[src/mouse_soc_pkg.sv]
// mouse soc shared bus types, access sizes and address map constants
package mouse_soc_pkg;

    ////////////////////////////////////////////////////////////////////////////
    // bus widths
    ////////////////////////////////////////////////////////////////////////////

    // data and address width
    localparam int unsigned XLEN = 32;

    ////////////////////////////////////////////////////////////////////////////
    // bus request and response
    ////////////////////////////////////////////////////////////////////////////

    // access size as log2 of the byte count
    typedef enum logic [1:0] {
        SIZ_BYTE = 2'd0,
        SIZ_HALF = 2'd1,
        SIZ_WORD = 2'd2
    } tcb_siz_e;

    // request payload
    typedef struct packed {
        // write enable
        logic            wen;
        // byte address
        logic [XLEN-1:0] adr;
        // log size
        tcb_siz_e        siz;
        // write data, right aligned for sub-word writes
        logic [XLEN-1:0] wdt;
    } tcb_req_t;

    // response payload
    typedef struct packed {
        // whole addressed word
        logic [XLEN-1:0] rdt;
        // error status
        logic            err;
    } tcb_rsp_t;

    ////////////////////////////////////////////////////////////////////////////
    // address map
    ////////////////////////////////////////////////////////////////////////////

    // data memory, 64kB window
    localparam logic [XLEN-1:0] MEM_BASE = 32'h8000_0000;
    // peripherals, 64kB window
    localparam logic [XLEN-1:0] PER_BASE = 32'h8001_0000;

    // gpio register offsets
    localparam logic [7:0] GPIO_OUT_OFS = 8'h00;
    localparam logic [7:0] GPIO_ENA_OFS = 8'h04;
    localparam logic [7:0] GPIO_INP_OFS = 8'h08;

    // uart register offsets, bit 6 set
    localparam logic [7:0] UART_TXD_OFS = 8'h40;
    localparam logic [7:0] UART_STS_OFS = 8'h44;

endpackage: mouse_soc_pkg

[src/soc_interconnect.sv]
// bus interconnect steering requests to memory or peripherals and merging responses
module soc_interconnect (
    // system signals
    input  logic                    clk,
    input  logic                    rst,
    // manager side
    input  logic                    vld,
    input  mouse_soc_pkg::tcb_req_t req,
    output logic                    rdy,
    output mouse_soc_pkg::tcb_rsp_t rsp,
    // data memory
    output logic                    mem_vld,
    input  logic                    mem_rdy,
    input  mouse_soc_pkg::tcb_rsp_t mem_rsp,
    // peripherals
    output logic                    per_vld,
    input  logic                    per_rdy,
    input  mouse_soc_pkg::tcb_rsp_t per_rsp
);

    import mouse_soc_pkg::*;

    // record of the target accepted in the last transfer
    typedef struct packed {
        logic mem;
        logic per;
        logic err;
    } rsp_sel_t;

    logic     sel_mem;
    logic     sel_per;
    rsp_sel_t sel_q;

////////////////////////////////////////////////////////////////////////////
// address decoder
////////////////////////////////////////////////////////////////////////////

    // 64kB windows, upper half of address only
    assign sel_mem = (req.adr[XLEN-1:16] == MEM_BASE[XLEN-1:16]);
    assign sel_per = (req.adr[XLEN-1:16] == PER_BASE[XLEN-1:16]);

    // per target valid
    assign mem_vld = vld & sel_mem;
    assign per_vld = vld & sel_per;

    // ready from selected target
    // unmapped space never stalls
    always_comb begin
        if (sel_mem) begin
            rdy = mem_rdy;
        end else if (sel_per) begin
            rdy = per_rdy;
        end else begin
            rdy = 1'b1;
        end
    end

////////////////////////////////////////////////////////////////////////////
// response path
////////////////////////////////////////////////////////////////////////////

    // remember where the transfer went
    always_ff @(posedge clk) begin
        if (rst) begin
            sel_q <= '0;
        end else if (vld & rdy) begin
            sel_q.mem <= sel_mem;
            sel_q.per <= sel_per;
            sel_q.err <= ~sel_mem & ~sel_per;
        end
    end

    // response mux, error reply carries zero data
    always_comb begin
        if (sel_q.mem) begin
            rsp = mem_rsp;
        end else if (sel_q.per) begin
            rsp = per_rsp;
        end else begin
            rsp.rdt = '0;
            rsp.err = sel_q.err;
        end
    end

endmodule: soc_interconnect

[config.mk]
export PLATFORM = sky130hd
export DESIGN_NAME = soc_interconnect
export DESIGN_NICKNAME = d
export VERILOG_FILES = /design/src/mouse_soc_pkg.sv /design/src/soc_interconnect.sv
export SDC_FILE = /design/constraint.sdc
export NUM_CORES = 1
export LEC_CHECK = 0
export BUFFER_PORTS_ARGS = -buffer_cell sky130_fd_sc_hd__buf_2
export CAP_MARGIN = 20
export CELL_PAD_IN_SITES_DETAIL_PLACEMENT = 0
export CELL_PAD_IN_SITES_GLOBAL_PLACEMENT = 2
export CORE_ASPECT_RATIO = 0.7
export CORE_MARGIN = 4
export CORE_UTILIZATION = 10
export DETAILED_ROUTE_END_ITERATION = 10
export HOLD_SLACK_MARGIN = 0.15
export PLACE_DENSITY_LB_ADDON = 0.1
export SLEW_MARGIN = 20
export SYNTH_ARGS = -nofsm -noshare
export SYNTH_HDL_FRONTEND = slang
export SYNTH_SLANG_ARGS = --single-unit
export TNS_END_PERCENT = 20
[constraint.sdc]
create_clock -name clk -period 1.49 [get_ports clk]
set_input_delay 0.2235 -clock clk [delete_from_list [all_inputs] [get_ports clk]]
set_output_delay 0.2235 -clock clk [all_outputs]
set_load 0.02 [all_outputs]
==> results.py <==
metrics = {
    "critical_path": {
        "cp_max_fo": 16,
        "r2r_cells": 4,
        "end_kind": "output port",
        "crit_required_ps": 1270,
        "reg2reg_from": "sel_q[2]",
        "regToRegEndpoint": "sel_q[2]",
        "cp-start-kind": "flip-flop",
        "r2r_slack_ps": 500,
        "critPathArrivalTime_ps": 1210,
        "worstSetupPathType": "reg -> out",
    },
    "synthesis": {
        "ys_seq_area_frac": 0.104,
        "ys_types": 23,
        "syn_avg_cell_area_um2": 8.52,
        "yosys_warnings": 0,
        "synthAdderAreaFrac": 0,
        "synth_area_leaders": "a22o_1 48%, dfxtp_1 10%, buf_4 5.2%",
        "async_flop_share": 0,
        "synth_top_family_by_area": "compound AO/OA/AOI/OAI gates",
        "synth_top_area_share": 0.484,
        "netlist_instances": 68,
        "synth-main-ff-cell": "dfxtp_1",
        "synthMuxAreaShare": 0.0346,
        "synth_nets": 206,
        "synthSimpleGateAreaFrac": 0.197,
        "synth_compound_area_frac": 0.579,
        "synth_edf_count": 0,
        "ys_ff_latch": 3,
        "yosysTopAreaCell": "a22o_1",
        "synth_xor_area_frac": 0,
        "syn-cell-area_um2": 579,
    },
    "hold_path": {
        "min_from": "rst",
        "hold_class": "in -> reg",
        "whs_path_depth": 2,
        "holdPathEnd": "sel_q[2]",
    },
    "clock_network": {
        "post_cts_buffers": 0,
        "cts_sinks": 3,
        "cts_made_buffers": 3,
        "cts.reportedPaths.clkPinSlew_ps": 30,
        "clockBufferDepth": 2,
        "postCtsHoldBufs": 0,
        "clock_latency_ps": 220,
        "clockRootBuffer": "clkbuf_8",
        "cts_max_level": 1,
        "cts_tree": "built",
    },
    "status": {
        "outcome": "completed",
    },
    "power": {
        "internal-power_uw": 403,
        "pwr-share-clk": 0.414,
        "vdd_drop_max_uv": 148,
        "p_seq_frac": 0.150,
        "power.leakage_uw": 0.000791,
        "switching_power_uw": 173,
        "sw_frac_of_total": 0.300,
        "pwr-share-comb": 0.436,
        "power_density_mw_per_mm2": 411,
    },
    "layout": {
        "num-fill-cells": 602,
        "multi_input_area_um2": 497,
        "nets": 330,
        "final_area_mm2": 0.00140,
        "regArea_um2": 62.6,
        "insertedDiodeCount": 0,
        "top_register": "sel_q",
        "largest_reg_flops": 3,
        "layout_common_cells": "115 x buf_2, 32 x a22o_1, 8 x buf_4",
        "area_growth_pct": 142,
        "final_common_cell": "buf_2",
        "drive_gt1_frac": 0.723,
        "top_regs": "sel_q x3",
    },
    "timing": {
        "fin_worst_skew_ps": 0,
        "slew_violations": 0,
        "worst_pin_slew_ps": 384,
        "setup_violations": 0,
        "hold_viol_final": 0,
        "fin_crit_ps": 1440,
        "setup_tns_ps": 0,
        "min_period_over_period": 0.964,
        "slew_headroom": 0.740,
        "clock.fmax_ghz": 0.696,
    },
    "drt": {
        "postRouteAntennaNets": 0,
        "vias": 1055,
        "viasPerCell": 4.01,
        "drt_iter0_markers": 31,
        "drt-total-wl_um": 3530,
        "drc": 0,
        "avgRoutedWirePerCell_um": 13.4,
        "drt_first_pass_iters": 4,
    },
    "floorplanning": {
        "num_io_pins": 174,
        "fp.dieH_um": 71.7,
        "die_w_um": 99.0,
        "coreArea_mm2": 0.00542,
        "start_util": 0.107,
        "die-area_mm2": 0.00709,
        "placementRows": 22,
    },
    "global_routing": {
        "grt_max_degree": 33,
        "grt_antenna_before_repair": 0,
        "grt_util_all_layers": 0.0818,
        "grt_pass1_wl_um": 4820,
        "grt_pass1_vias": 1047,
        "overflow": 0,
    },
    "place": {
        "gp_congestion": 0.783,
        "post_dp_cell_area_mm2": 0.00128,
        "io_buffers": 122,
        "dp_hpwl_um": 2820,
    },
    "job": {
        "cap_violations": 0,
    },
}
==> final cells by class <==
class,instances,area share
Inverter,1,0.00268
Clock buffer,4,0.0321
Multi-Input combinational cell,56,0.354
Sequential cell,3,0.0446
Tap cell,72,0.0643
Timing Repair Buffer,127,0.502
==> worst max path at each step <==
| stage | cells past startpoint | end | startpoint | slack [ps] |
|---|---|---|---|---|
| after global placement | 5 | mem_vld | req[55] | 8 |
| after floorplan | 3 | rsp[0] | sel_q[2] | 140 |
| after CTS | 5 | per_vld | req[55] | 2 |
| after global routing | 4 | rsp[10] | sel_q[1] | -2 |
| final | 4 | rsp[26] | sel_q[1] | 50 |
| after detailed placement | 5 | per_vld | req[55] | 9 |
==> through the flow <==
stage / setup WS, ps / util / std cells / total power [uW] / hold slack [ps]
after global routing: -2.36 / 0.258 / 263 / 614 / 215
final: 53.0 / 0.258 / 263 / 576 / 209
after floorplan: 139 / - / 68 / 176 / 302
after CTS: 2.49 / 0.244 / 262 / 575 / 210
after global placement: 7.63 / 0.236 / 258 / 327 / 432
after detailed placement: 8.54 / 0.236 / 258 / 328 / 441
==> cells by family (layout without fill, tap and decap cells) <==
| family | count (synthesis) | in the layout |
|---|---|---|
| and+or+nand+nor | 14 | 14 |
| DFF | 3 | 3 |
| AOI/OAI and AO/OA | 40 | 40 |
| buffers and inverters | 9 | 132 |
| muxes | 2 | 2 |
==> power by group through the flow <==
stage                     combinational [uW]  clock [uW]  sequential (uW)
after floorplan                         89.4           0             86.5
after global placement                   240           0             87.0
after detailed placement                 241           0             87.0
after CTS                                241         248             85.9
after global routing                     277         250             87.2
final                                    251         238             86.6
==> what timing repair did <==
action | in CTS | in global routing
hold endpoints to repair | 0 | 0
endpoints found under the setup margin | 0 | 35
resized for setup | 0 | 15
==> critical path, stage by stage (launching register included) <==
cell and delay [ps]:
dfxtp_2 320, nor2b_4 190, clkbuf_16 200, a22o_1 120, buf_2 160
==> cell usage after synthesis, types with 2 or more instances <==
cell type / number
a21oi_1: 3
nor3_1: 2
clkbuf_1: 3
a22o_1: 32
nand2_1: 4
dfxtp_1: 3
mux2i_1: 2
buf_4: 4
==> metal layers <==
layer  vias up  track usage  share of wire
met3         2       0.0136          0.093
met1       458       0.0993           0.41
met2        62        0.147           0.49
li1        533            -              -
met5         -            0              0
met4         0       0.0273         0.0040
No activity file was read; power rests on OpenSTA's default activity.
