**src/mouse_soc_pkg.sv**
```systemverilog
// mouse soc shared bus types, access sizes and address map constants
package mouse_soc_pkg;

    ////////////////////////////////////////////////////////////////////////////
    // bus widths
    ////////////////////////////////////////////////////////////////////////////

    // data and address width
    localparam int unsigned XLEN = 32;

    ////////////////////////////////////////////////////////////////////////////
    // bus request and response
    ////////////////////////////////////////////////////////////////////////////

    // access size as log2 of the byte count
    typedef enum logic [1:0] {
        SIZ_BYTE = 2'd0,
        SIZ_HALF = 2'd1,
        SIZ_WORD = 2'd2
    } tcb_siz_e;

    // request payload
    typedef struct packed {
        // write enable
        logic            wen;
        // byte address
        logic [XLEN-1:0] adr;
        // log size
        tcb_siz_e        siz;
        // write data, right aligned for sub-word writes
        logic [XLEN-1:0] wdt;
    } tcb_req_t;

    // response payload
    typedef struct packed {
        // whole addressed word
        logic [XLEN-1:0] rdt;
        // error status
        logic            err;
    } tcb_rsp_t;

    ////////////////////////////////////////////////////////////////////////////
    // address map
    ////////////////////////////////////////////////////////////////////////////

    // data memory, 64kB window
    localparam logic [XLEN-1:0] MEM_BASE = 32'h8000_0000;
    // peripherals, 64kB window
    localparam logic [XLEN-1:0] PER_BASE = 32'h8001_0000;

    // gpio register offsets
    localparam logic [7:0] GPIO_OUT_OFS = 8'h00;
    localparam logic [7:0] GPIO_ENA_OFS = 8'h04;
    localparam logic [7:0] GPIO_INP_OFS = 8'h08;

    // uart register offsets, bit 6 set
    localparam logic [7:0] UART_TXD_OFS = 8'h40;
    localparam logic [7:0] UART_STS_OFS = 8'h44;

endpackage: mouse_soc_pkg

```
**src/soc_gpio.sv**
```systemverilog
// gpio controller with output, output enable and synchronized input registers
module soc_gpio #(
    // gpio width
    parameter int unsigned GPIO_DAT = 32
)(
    // system signals
    input  logic                    clk,
    input  logic                    rst,
    // bus port, never stalls
    input  logic                    vld,
    input  mouse_soc_pkg::tcb_req_t req,
    output mouse_soc_pkg::tcb_rsp_t rsp,
    // pins
    output logic [GPIO_DAT-1:0]     gpio_o,
    output logic [GPIO_DAT-1:0]     gpio_e,
    input  logic [GPIO_DAT-1:0]     gpio_i
);

    import mouse_soc_pkg::*;

    logic [GPIO_DAT-1:0] inp_s1;
    logic [GPIO_DAT-1:0] inp_s2;
    logic [7:0]          ofs;

    // register offset within the block
    assign ofs = req.adr[7:0];

    // two flop input synchronizer
    always_ff @(posedge clk) begin
        inp_s1 <= gpio_i;
        inp_s2 <= inp_s1;
    end

    // output and enable registers
    always_ff @(posedge clk) begin
        if (rst) begin
            gpio_o <= '0;
            gpio_e <= '0;
        end else if (vld & req.wen) begin
            if (ofs == GPIO_OUT_OFS) gpio_o <= req.wdt[GPIO_DAT-1:0];
            if (ofs == GPIO_ENA_OFS) gpio_e <= req.wdt[GPIO_DAT-1:0];
        end
    end

    // read data, input register ignores writes
    always_ff @(posedge clk) begin
        if (vld) begin
            rsp.err <= 1'b0;
            case (ofs)
                GPIO_OUT_OFS: rsp.rdt <= XLEN'(gpio_o);
                GPIO_ENA_OFS: rsp.rdt <= XLEN'(gpio_e);
                GPIO_INP_OFS: rsp.rdt <= XLEN'(inp_s2);
                default: begin
                    // unused offset
                    rsp.rdt <= '0;
                    rsp.err <= 1'b1;
                end
            endcase
        end
    end

endmodule: soc_gpio

```
**src/soc_uart_tx.sv**
```systemverilog
// 8N1 serial transmitter stalling data writes while a frame is in progress
module soc_uart_tx #(
    // clock cycles per serial bit
    parameter int unsigned UART_DIV = 434
)(
    // system signals
    input  logic                    clk,
    input  logic                    rst,
    // bus port
    input  logic                    vld,
    input  mouse_soc_pkg::tcb_req_t req,
    output logic                    rdy,
    output mouse_soc_pkg::tcb_rsp_t rsp,
    // serial output
    output logic                    uart_txd
);

    import mouse_soc_pkg::*;

    // baud divider width
    localparam int unsigned DIV_W = $clog2(UART_DIV);

    typedef enum logic [1:0] {
        IDLE,
        START,
        DATA,
        STOP
    } uart_state_e;

    uart_state_e      state;
    logic [DIV_W-1:0] div_cnt;
    logic [2:0]       bit_cnt;
    logic [7:0]       dat;
    logic             busy;
    logic             bit_end;
    logic             is_txd;
    logic             is_sts;
    logic             wr_txd;

    // register decode
    assign is_txd = (req.adr[7:0] == UART_TXD_OFS);
    assign is_sts = (req.adr[7:0] == UART_STS_OFS);
    assign wr_txd = vld & req.wen & is_txd;

    assign busy    = (state != IDLE);
    assign bit_end = (div_cnt == DIV_W'(UART_DIV - 1));

    // hold data writes until the frame is out
    assign rdy = ~(wr_txd & busy);

////////////////////////////////////////////////////////////////////////////
// frame FSM
////////////////////////////////////////////////////////////////////////////

    always_ff @(posedge clk) begin
        if (rst) begin
            state    <= IDLE;
            div_cnt  <= '0;
            bit_cnt  <= '0;
            uart_txd <= 1'b1;
        end else begin
            // baud divider runs only during a frame
            if (busy) div_cnt <= bit_end ? '0 : div_cnt + 1'b1;
            case (state)
                IDLE: begin
                    if (wr_txd) begin
                        // start bit from the next edge
                        state    <= START;
                        div_cnt  <= '0;
                        uart_txd <= 1'b0;
                    end
                end
                START: begin
                    if (bit_end) begin
                        state    <= DATA;
                        bit_cnt  <= '0;
                        uart_txd <= dat[0];
                    end
                end
                DATA: begin
                    if (bit_end) begin
                        if (bit_cnt == 3'd7) begin
                            state    <= STOP;
                            uart_txd <= 1'b1;
                        end else begin
                            bit_cnt  <= bit_cnt + 1'b1;
                            uart_txd <= dat[1];
                        end
                    end
                end
                STOP: begin
                    // busy drops here
                    if (bit_end) state <= IDLE;
                end
                default: state <= IDLE;
            endcase
        end
    end

    // data shifter, lsb first
    always_ff @(posedge clk) begin
        if (wr_txd & ~busy) begin
            dat <= req.wdt[7:0];
        end else if ((state == DATA) & bit_end) begin
            dat <= dat >> 1;
        end
    end

    // response, status returns busy in bit 0
    always_ff @(posedge clk) begin
        if (vld & rdy) begin
            rsp.rdt <= is_sts ? XLEN'(busy) : '0;
            rsp.err <= ~(is_txd | is_sts);
        end
    end

endmodule: soc_uart_tx

```
**src/soc_peripherals.sv**
```systemverilog
// peripheral block decoding gpio and uart registers and muxing their replies
module soc_peripherals #(
    // gpio width
    parameter int unsigned GPIO_DAT = 32,
    // clock cycles per serial bit
    parameter int unsigned UART_DIV = 434
)(
    // system signals
    input  logic                    clk,
    input  logic                    rst,
    // bus port
    input  logic                    vld,
    input  mouse_soc_pkg::tcb_req_t req,
    output logic                    rdy,
    output mouse_soc_pkg::tcb_rsp_t rsp,
    // gpio pins
    output logic [GPIO_DAT-1:0]     gpio_o,
    output logic [GPIO_DAT-1:0]     gpio_e,
    input  logic [GPIO_DAT-1:0]     gpio_i,
    // serial output
    output logic                    uart_txd
);

    import mouse_soc_pkg::*;

    logic     sel_uart;
    logic     sel_q;
    logic     gpio_vld;
    logic     uart_vld;
    logic     uart_rdy;
    tcb_rsp_t gpio_rsp;
    tcb_rsp_t uart_rsp;

    // 0x00~0x3f gpio, 0x40~0x7f uart
    assign sel_uart = req.adr[6];
    assign gpio_vld = vld & ~sel_uart;
    assign uart_vld = vld &  sel_uart;

    // gpio is always ready, only uart stalls
    assign rdy = uart_rdy;

    // selection for the response cycle
    always_ff @(posedge clk) begin
        if (rst) begin
            sel_q <= 1'b0;
        end else if (vld & rdy) begin
            sel_q <= sel_uart;
        end
    end

    assign rsp = sel_q ? uart_rsp : gpio_rsp;

////////////////////////////////////////////////////////////////////////////
// leaves
////////////////////////////////////////////////////////////////////////////

    soc_gpio #(
        .GPIO_DAT (GPIO_DAT)
    ) gpio (
        .clk    (clk),
        .rst    (rst),
        .vld    (gpio_vld),
        .req    (req),
        .rsp    (gpio_rsp),
        .gpio_o (gpio_o),
        .gpio_e (gpio_e),
        .gpio_i (gpio_i)
    );

    soc_uart_tx #(
        .UART_DIV (UART_DIV)
    ) uart (
        .clk      (clk),
        .rst      (rst),
        .vld      (uart_vld),
        .req      (req),
        .rdy      (uart_rdy),
        .rsp      (uart_rsp),
        .uart_txd (uart_txd)
    );

endmodule: soc_peripherals

```
**config.mk**
```make
export PLATFORM = sky130hd
export DESIGN_NAME = soc_peripherals
export DESIGN_NICKNAME = d
export VERILOG_FILES = /design/src/mouse_soc_pkg.sv /design/src/soc_gpio.sv /design/src/soc_uart_tx.sv /design/src/soc_peripherals.sv
export SDC_FILE = /design/constraint.sdc
export NUM_CORES = 1
export LEC_CHECK = 0
export BUFFER_PORTS_ARGS = -buffer_cell sky130_fd_sc_hd__clkbuf_2
export CAP_MARGIN = 20
export CORE_MARGIN = 8
export CORE_UTILIZATION = 40
export CTS_CLUSTER_DIAMETER = 150
export DETAILED_ROUTE_END_ITERATION = 8
export PLACE_DENSITY_LB_ADDON = 0.3
export SYNTH_ARGS = -nofsm -noshare
export SYNTH_HDL_FRONTEND = slang
export SYNTH_SLANG_ARGS = --single-unit
```
**constraint.sdc**
```tcl
create_clock -name clk -period 2.25 [get_ports clk]
set_input_delay 0.1125 -clock clk [delete_from_list [all_inputs] [get_ports clk]]
set_output_delay 0.1125 -clock clk [all_outputs]
set_load 0.1 [all_outputs]
```
==> results.ini, run 1 <==
[sta]
min_period_over_period_pct=89.0
worst_pin_slew_ns=0.647
slew_headroom_pct=56.8
slew_violations=0
fmax_mhz=499
timing.final.crit_period_ns=2.00
skew_ns=0.0171
grt_setup_unrepaired=false
finalSetupTns_ns=0
finalSetupViolCount=0
hold_violations=0

[clock_tree]
clock_insertion_delay_worst_skew_ns=0.44
clock_path_buffers=2
numCtsBuffers=17
htreeDepth=4
cts_tree=built
clk_pin_slew_ns=0.07
cts_root_buf=clkbuf_16
cts.sinks=187

[final_layout]
area_growth_pct=38.0
fillers=1425
layout.nets=1023
antenna_cells=0
drive_gt1_share_pct=26.8
utilization_pct=56.0

[drt]
via_per_inst=4.90
routed_wirelength_um=19200
route.detailed.drc=0
ant_nets=0
firstDrtPassIters=5
num_vias=5617
drtIter0Drc=328
avgRoutedWirePerCell_um=16.7

[yosys]
synth_fp_nets=778
synthDistinctLibCells=40
synth-edff-count=43
synth_area_um2=6660
async_flop_share_pct=0
avgSynthCellArea_um2=9.97
ys_ff_latch=187
synth_ff_type=dfxtp_1
syn_inst=668
ys_seq_area_share_pct=62.7
yosysWarnings=0

[global_route]
grt_max_degree=33
antenna_found_initial=0
overflow=0
grt.total_usage_pct=18.2
grt_pass1_vias=5712
grt_pass1_wl_um=30400

[critical_path]
endpoint_kind=output pin
critPathTopFamily=buffers and inverters
path_buf_inv=2
slowest_delay_ns=0.64
cp-start-kind=register
cp.arrival_ns=1.89
r2r_slack_ns=0.39
cp_max_fo=18
worstPathCellList=buf_4 -> nor2b_1 -> clkbuf_2
cp.required_ns=2.14
worstSetupPathType=reg -> out
cpMaxStageDelayCell=dfxtp_2

[place]
dpl.hpwl_um=12500
gp_congestion=0.793
numPortBuffers=174

[floorplanning]
initial_core_util_pct=40.6
rows=47
core-area_um2=16400
io_pins=201
dieArea_um2=21000
die_w_um=145
die_height_um=145

[pwr]
power_leakage_uw=0.00381
power-per-cell-area_nw_per_um2=818
vdd_drop_max_uv=546

[outcome]
status=finished clean

[worst_hold_path]
hold_path.class=in -> reg

[flow_run]
maxCapViolations=0

## layout by cell type, fill, tap and decap left out, types with 2 or more instances in the layout
master,count
buf_4,20
clkinv_8,3
nand3b_1,2
nor2_1,8
nor2b_1,32
or3_1,4
nand3_1,6
inv_8,2
nor4_1,2
a32oi_1,2
or4_1,4
ha_1,7
clkbuf_16,17
a21oi_1,75
dlygate4sd3_1,67
a211oi_1,4
and3_1,4
nand2b_1,2
a31oi_1,2
mux2i_1,5
nand2_1,206
nor3_1,6
and2_1,2
clkinv_4,2
edfxtp_1,43
mux2_2,9
clkbuf_2,173
buf_12,5
dfxtp_1,143
inv_1,7
a22oi_1,33
and4_1,2
inv_6,4
nor3_4,2
## sequential cells by signal, indices dropped and copies added, names as in the netlist
name	cells
uart.bit_cnt	3
uart.div_cnt	9
gpio.inp_s1	32
gpio.gpio_o	32
uart.dat	8
gpio.gpio_e	32
uart.uart_txd	1
uart.state	2
sel_q	1
gpio.inp_s2	32
gpio.rsp	33
uart.rsp	2
## final timing paths
kind	end	startpoint	cells past startpoint
worst max register to register	uart.div_cnt[6]$_SDFF_PP0_	uart.div_cnt[1]$_SDFF_PP0_	7
worst max-delay path	rsp[5]	sel_q$_SDFFE_PP0P_	3
worst min-delay path	sel_q$_SDFFE_PP0P_	req[40]	3
worst min register to register	gpio.inp_s2[18]$_DFF_P_	gpio.inp_s1[18]$_DFF_P_	0
## layer usage
| layer | vias up | track usage, % | routed length, µm |
|---|---|---|---|
| li1 | 2767 | - | - |
| met1 | 2658 | 21.6 | 8130 |
| met2 | 173 | 30.1 | 9270 |
| met3 | 19 | 6.28 | 1510 |
| met4 | 0 | 6.10 | 251 |
| met5 | - | 0 | 0 |
## worst min-delay path: stages
cell	delay [ns]
clkbuf_2	0.16
mux2i_1	0.09
nor2_1	0.07
## kinds of logic after synthesis
group | count (synthesis) | synth area share [%]
XOR/XNOR | 1 | 0.132
AO/OA/AOI/OAI | 121 | 10.8
buffers and inverters | 47 | 3.14
AND/OR/NAND/NOR | 290 | 19.4
adder cells (fa/ha/maj) | 8 | 1.50
multiplexers | 14 | 2.27
flip-flops | 187 | 62.7
## per-stage QoR
step / setup slack, ns / total power [µW] / cells / instance area, µm² / hold WS (ns)
after floorplan: 0.214 / 4230 / 668 / 6660 / 0.140
after global placement: 0.119 / 4470 / 1047 / 7910 / 0.215
after detailed placement: 0.0727 / 4470 / 1047 / 7910 / 0.216
after CTS: 0.0909 / 7570 / 1146 / 9190 / 0.0357
after global routing: 0.133 / 7750 / 1146 / 9190 / 0.0803
final: 0.247 / 7510 / 1146 / 9190 / 0.0486
## area by class of cell
type	instances	area (µm²)	share of cell area [%]
clock buffers	18	429	4.67
clock inverters	14	175	1.91
inverters	7	26.3	0.286
multi-input cells	434	2320	25.2
flip-flops and latches	187	4180	45.4
well taps	220	275	3.00
repair buffers	266	1790	19.5
## synth_stat cells (3+ instances only)
cell type | count | area share (%)
a21oi_1 | 75 | 5.6
nand2_1 | 206 | 12
a211oi_1 | 4 | 0.45
nand2b_1 | 3 | 0.28
nand3_1 | 6 | 0.45
and3_1 | 4 | 0.38
or4_1 | 4 | 0.45
buf_6 | 3 | 0.51
mux2i_1 | 5 | 0.75
mux2_2 | 9 | 1.5
nor3_1 | 7 | 0.53
nor2b_1 | 33 | 3.1
a22oi_1 | 33 | 3.7
ha_1 | 8 | 1.5
or3_1 | 4 | 0.38
clkbuf_1 | 31 | 1.7
buf_2 | 5 | 0.38
dfxtp_1 | 144 | 43
nor2_1 | 8 | 0.45
inv_1 | 7 | 0.39
edfxtp_1 | 43 | 19
## power by group
group / internal [µW] / total, µW / switching (µW) / leakage [µW]
clock: 1600 / 3020 / 1430 / 0.000295
combinational: 271 / 910 / 639 / 0.00195
sequential: 3530 / 3580 / 47.4 / 0.00157
total: 5400 / 7510 / 2110 / 0.00381
## repair_timing
action,4_1_cts,5_1_grt
endpoints found under the setup margin,0,1
gates resized for setup,0,1
hold endpoints to repair,97,0
hold buffers,67,0
buffers inserted,0,0
No activity file was read; power rests on OpenSTA's default activity.
==> inputs of run 2 (changes only) <==
==> constraint.sdc (replaced) <==
create_clock -name clk -period 2.25 [get_ports clk]
set_input_delay 0 -clock clk [delete_from_list [all_inputs] [get_ports clk]]
set_output_delay 0 -clock clk [all_outputs]
set_load 0.1 [all_outputs]
==> run 2 against run 1 <==
Against the previous run:
- die area is the same
- power about the same
- routed wire length is 0.90% higher
- sequential power about the same
- global-route usage grew 0.093 points
- highest routed layer unchanged
- critical endpoint is now sel_q$_SDFFE_PP0P_
- count of clock-buffer cells in the layout stayed put
- sequential share of layout area is essentially flat
- first-iteration DRC count decreased by 30%
- largest power group unchanged
- sequential cell count unchanged
==> results.ini, run 2 (synthesis results as in run 1) <==
[pwr]
vdd_drop_max_uv=527
comb_power_share_pct=12.2
power_leakage_uw=0.00382
power-per-cell-area_nw_per_um2=818
swShare_pct=27.5
seqPwrFrac_pct=47.6
internal-power_uw=5450
pwr-share-clk_pct=40.1
p_sw_uw=2070

[sta]
fmax_mhz=468
finalSetupViolCount=0
finalSetupTns_ns=0
grt_setup_unrepaired=false
slew_headroom_pct=55.4
timing.final.crit_period_ns=2.14
skew_ns=0.00771
min_period_over_period_pct=95.0
worst_pin_slew_ns=0.668
hold_violations=0
slew_violations=0
setup_slack_ns=0.113

[place]
placedCellCount=1047
numPortBuffers=174
gp_congestion=0.757
dpl.hpwl_um=12800
pre_cts_ws_ns=0.244

[floorplanning]
dieArea_um2=21000
core-area_um2=16400
die_w_um=145
rows=47
die_height_um=145
io_pins=201
initial_core_util_pct=40.6

[critical_path]
startpoint=req[35]
cpMostUsedCell=dlygate4sd3_1
cp-endpoint=sel_q$_SDFFE_PP0P_
cpMaxStageDelayCell=or4_1
endpoint_kind=register
reg2reg_depth=6
cp.depth=7
reg2reg_from=uart.state[0]$_SDFFE_PP0P_
r2r_end=sel_q$_SDFFE_PP0P_
cp.arrival_ns=2.45
cp.required_ns=2.57
cp_max_fo=5
r2r_slack_ns=0.20
worstSetupPathType=in -> reg
slowest_delay_ns=0.61
worstPathCellList=dlygate4sd3_1 -> clkbuf_2 -> or4_1 -> o41ai_2 -> mux2i_1 -> dlygate4sd3_1 -> nor2_1
critPathTopFamily=buffers and inverters
path_buf_inv=3
cp-start-kind=input pin

[drt]
avgRoutedWirePerCell_um=16.8
num_vias=5657
drtIter0Drc=231
firstDrtPassIters=5
routed_wirelength_um=19300
via_per_inst=4.92
route.detailed.drc=0
ant_nets=0

[clock_tree]
cts_tree=built
numCtsBuffers=17
htreeDepth=4
cts.sinks=187
cts_root_buf=clkbuf_16
post_cts.repair.setup_buffers=0
clk_pin_slew_ns=0.07
clock_path_buffers=2
clock_insertion_delay_worst_skew_ns=0.43

[global_route]
antenna_found_initial=0
grt_pass1_vias=5606
overflow=0
grt_max_degree=35
grt_pass1_wl_um=30500
grt.total_usage_pct=18.3

[final_layout]
utilization_pct=56.0
multi_input_area_um2=2320
regMostFlops=gpio.rsp
finalNonFillerCells=1150
drive_gt1_share_pct=26.7
fillers=1405
antenna_cells=0
layout_common_cells=206 x nand2_1, 172 x clkbuf_2, 143 x dfxtp_1
layout.nets=1027
largest_reg_flops=33
final_common_cell=nand2_1
regArea_um2=4180
area_growth_pct=38.0

[worst_hold_path]
hold_path.class=in -> reg

[flow_run]
maxCapViolations=0

[outcome]
status=finished clean

==> run 2: power groups by stage <==
stage                     clock network, µW  logic [µW]  registers, µW
after floorplan                           0         539           3690
after global placement                    0         813           3660
after detailed placement                  0         817           3660
after CTS                              3080         915           3580
after global routing                   3220         976           3590
final                                  3020         920           3580
==> run 2: worst min path at each step <==
stage,startpoint,to,cells past startpoint
after floorplan,gpio_i[0],gpio.inp_s1[0]$_DFF_P_,0
after global placement,gpio_i[9],gpio.inp_s1[9]$_DFF_P_,1
after detailed placement,gpio_i[24],gpio.inp_s1[24]$_DFF_P_,1
after CTS,vld,gpio.rsp[4]$_DFFE_PP_,2
after global routing,vld,gpio.rsp[4]$_DFFE_PP_,2
final,vld,gpio.rsp[4]$_DFFE_PP_,2
==> run 2: layout make-up <==
cell class / instances / area share [%]
sequential: 187 / 45.4
multi-input combinational: 434 / 25.3
timing repair buffer: 270 / 19.5
clock buffer: 18 / 4.90
tap: 220 / 3.00
clock inverter: 14 / 1.61
inverter: 7 / 0.286
==> run 2: per-layer routing <==
layer / GRT usage [%] / part of all wire (%)
met1: 20.4 / 41
met2: 31.2 / 49
met3: 6.75 / 8.0
met4: 6.89 / 1.5
met5: 0 / 0
==> run 2: per-stage QoR <==
stage	power, µW	hold slack, ns	cell area (µm²)
2_1_floorplan	4230	0.0277	6660
3_3_place_gp	4470	0.103	7870
3_5_place_dp	4470	0.104	7870
4_1_cts	7580	0.0197	9180
5_1_grt	7790	0.0252	9190
6_report	7520	0.0501	9190
==> run 2: repair_timing <==
action                                  CTS  global route
resized for setup                         0             3
endpoints found under the setup margin    0             2
hold buffers                             71             0
endpoints found under the hold margin   109             0
==> run 2: worst reg2reg max path, stage by stage, from the launching register on <==
cell	delay [ns]
dfxtp_1	0.37
inv_1	0.09
ha_2	0.28
o41ai_2	0.39
mux2i_1	0.21
dlygate4sd3_1	0.56
nor2_1	0.04
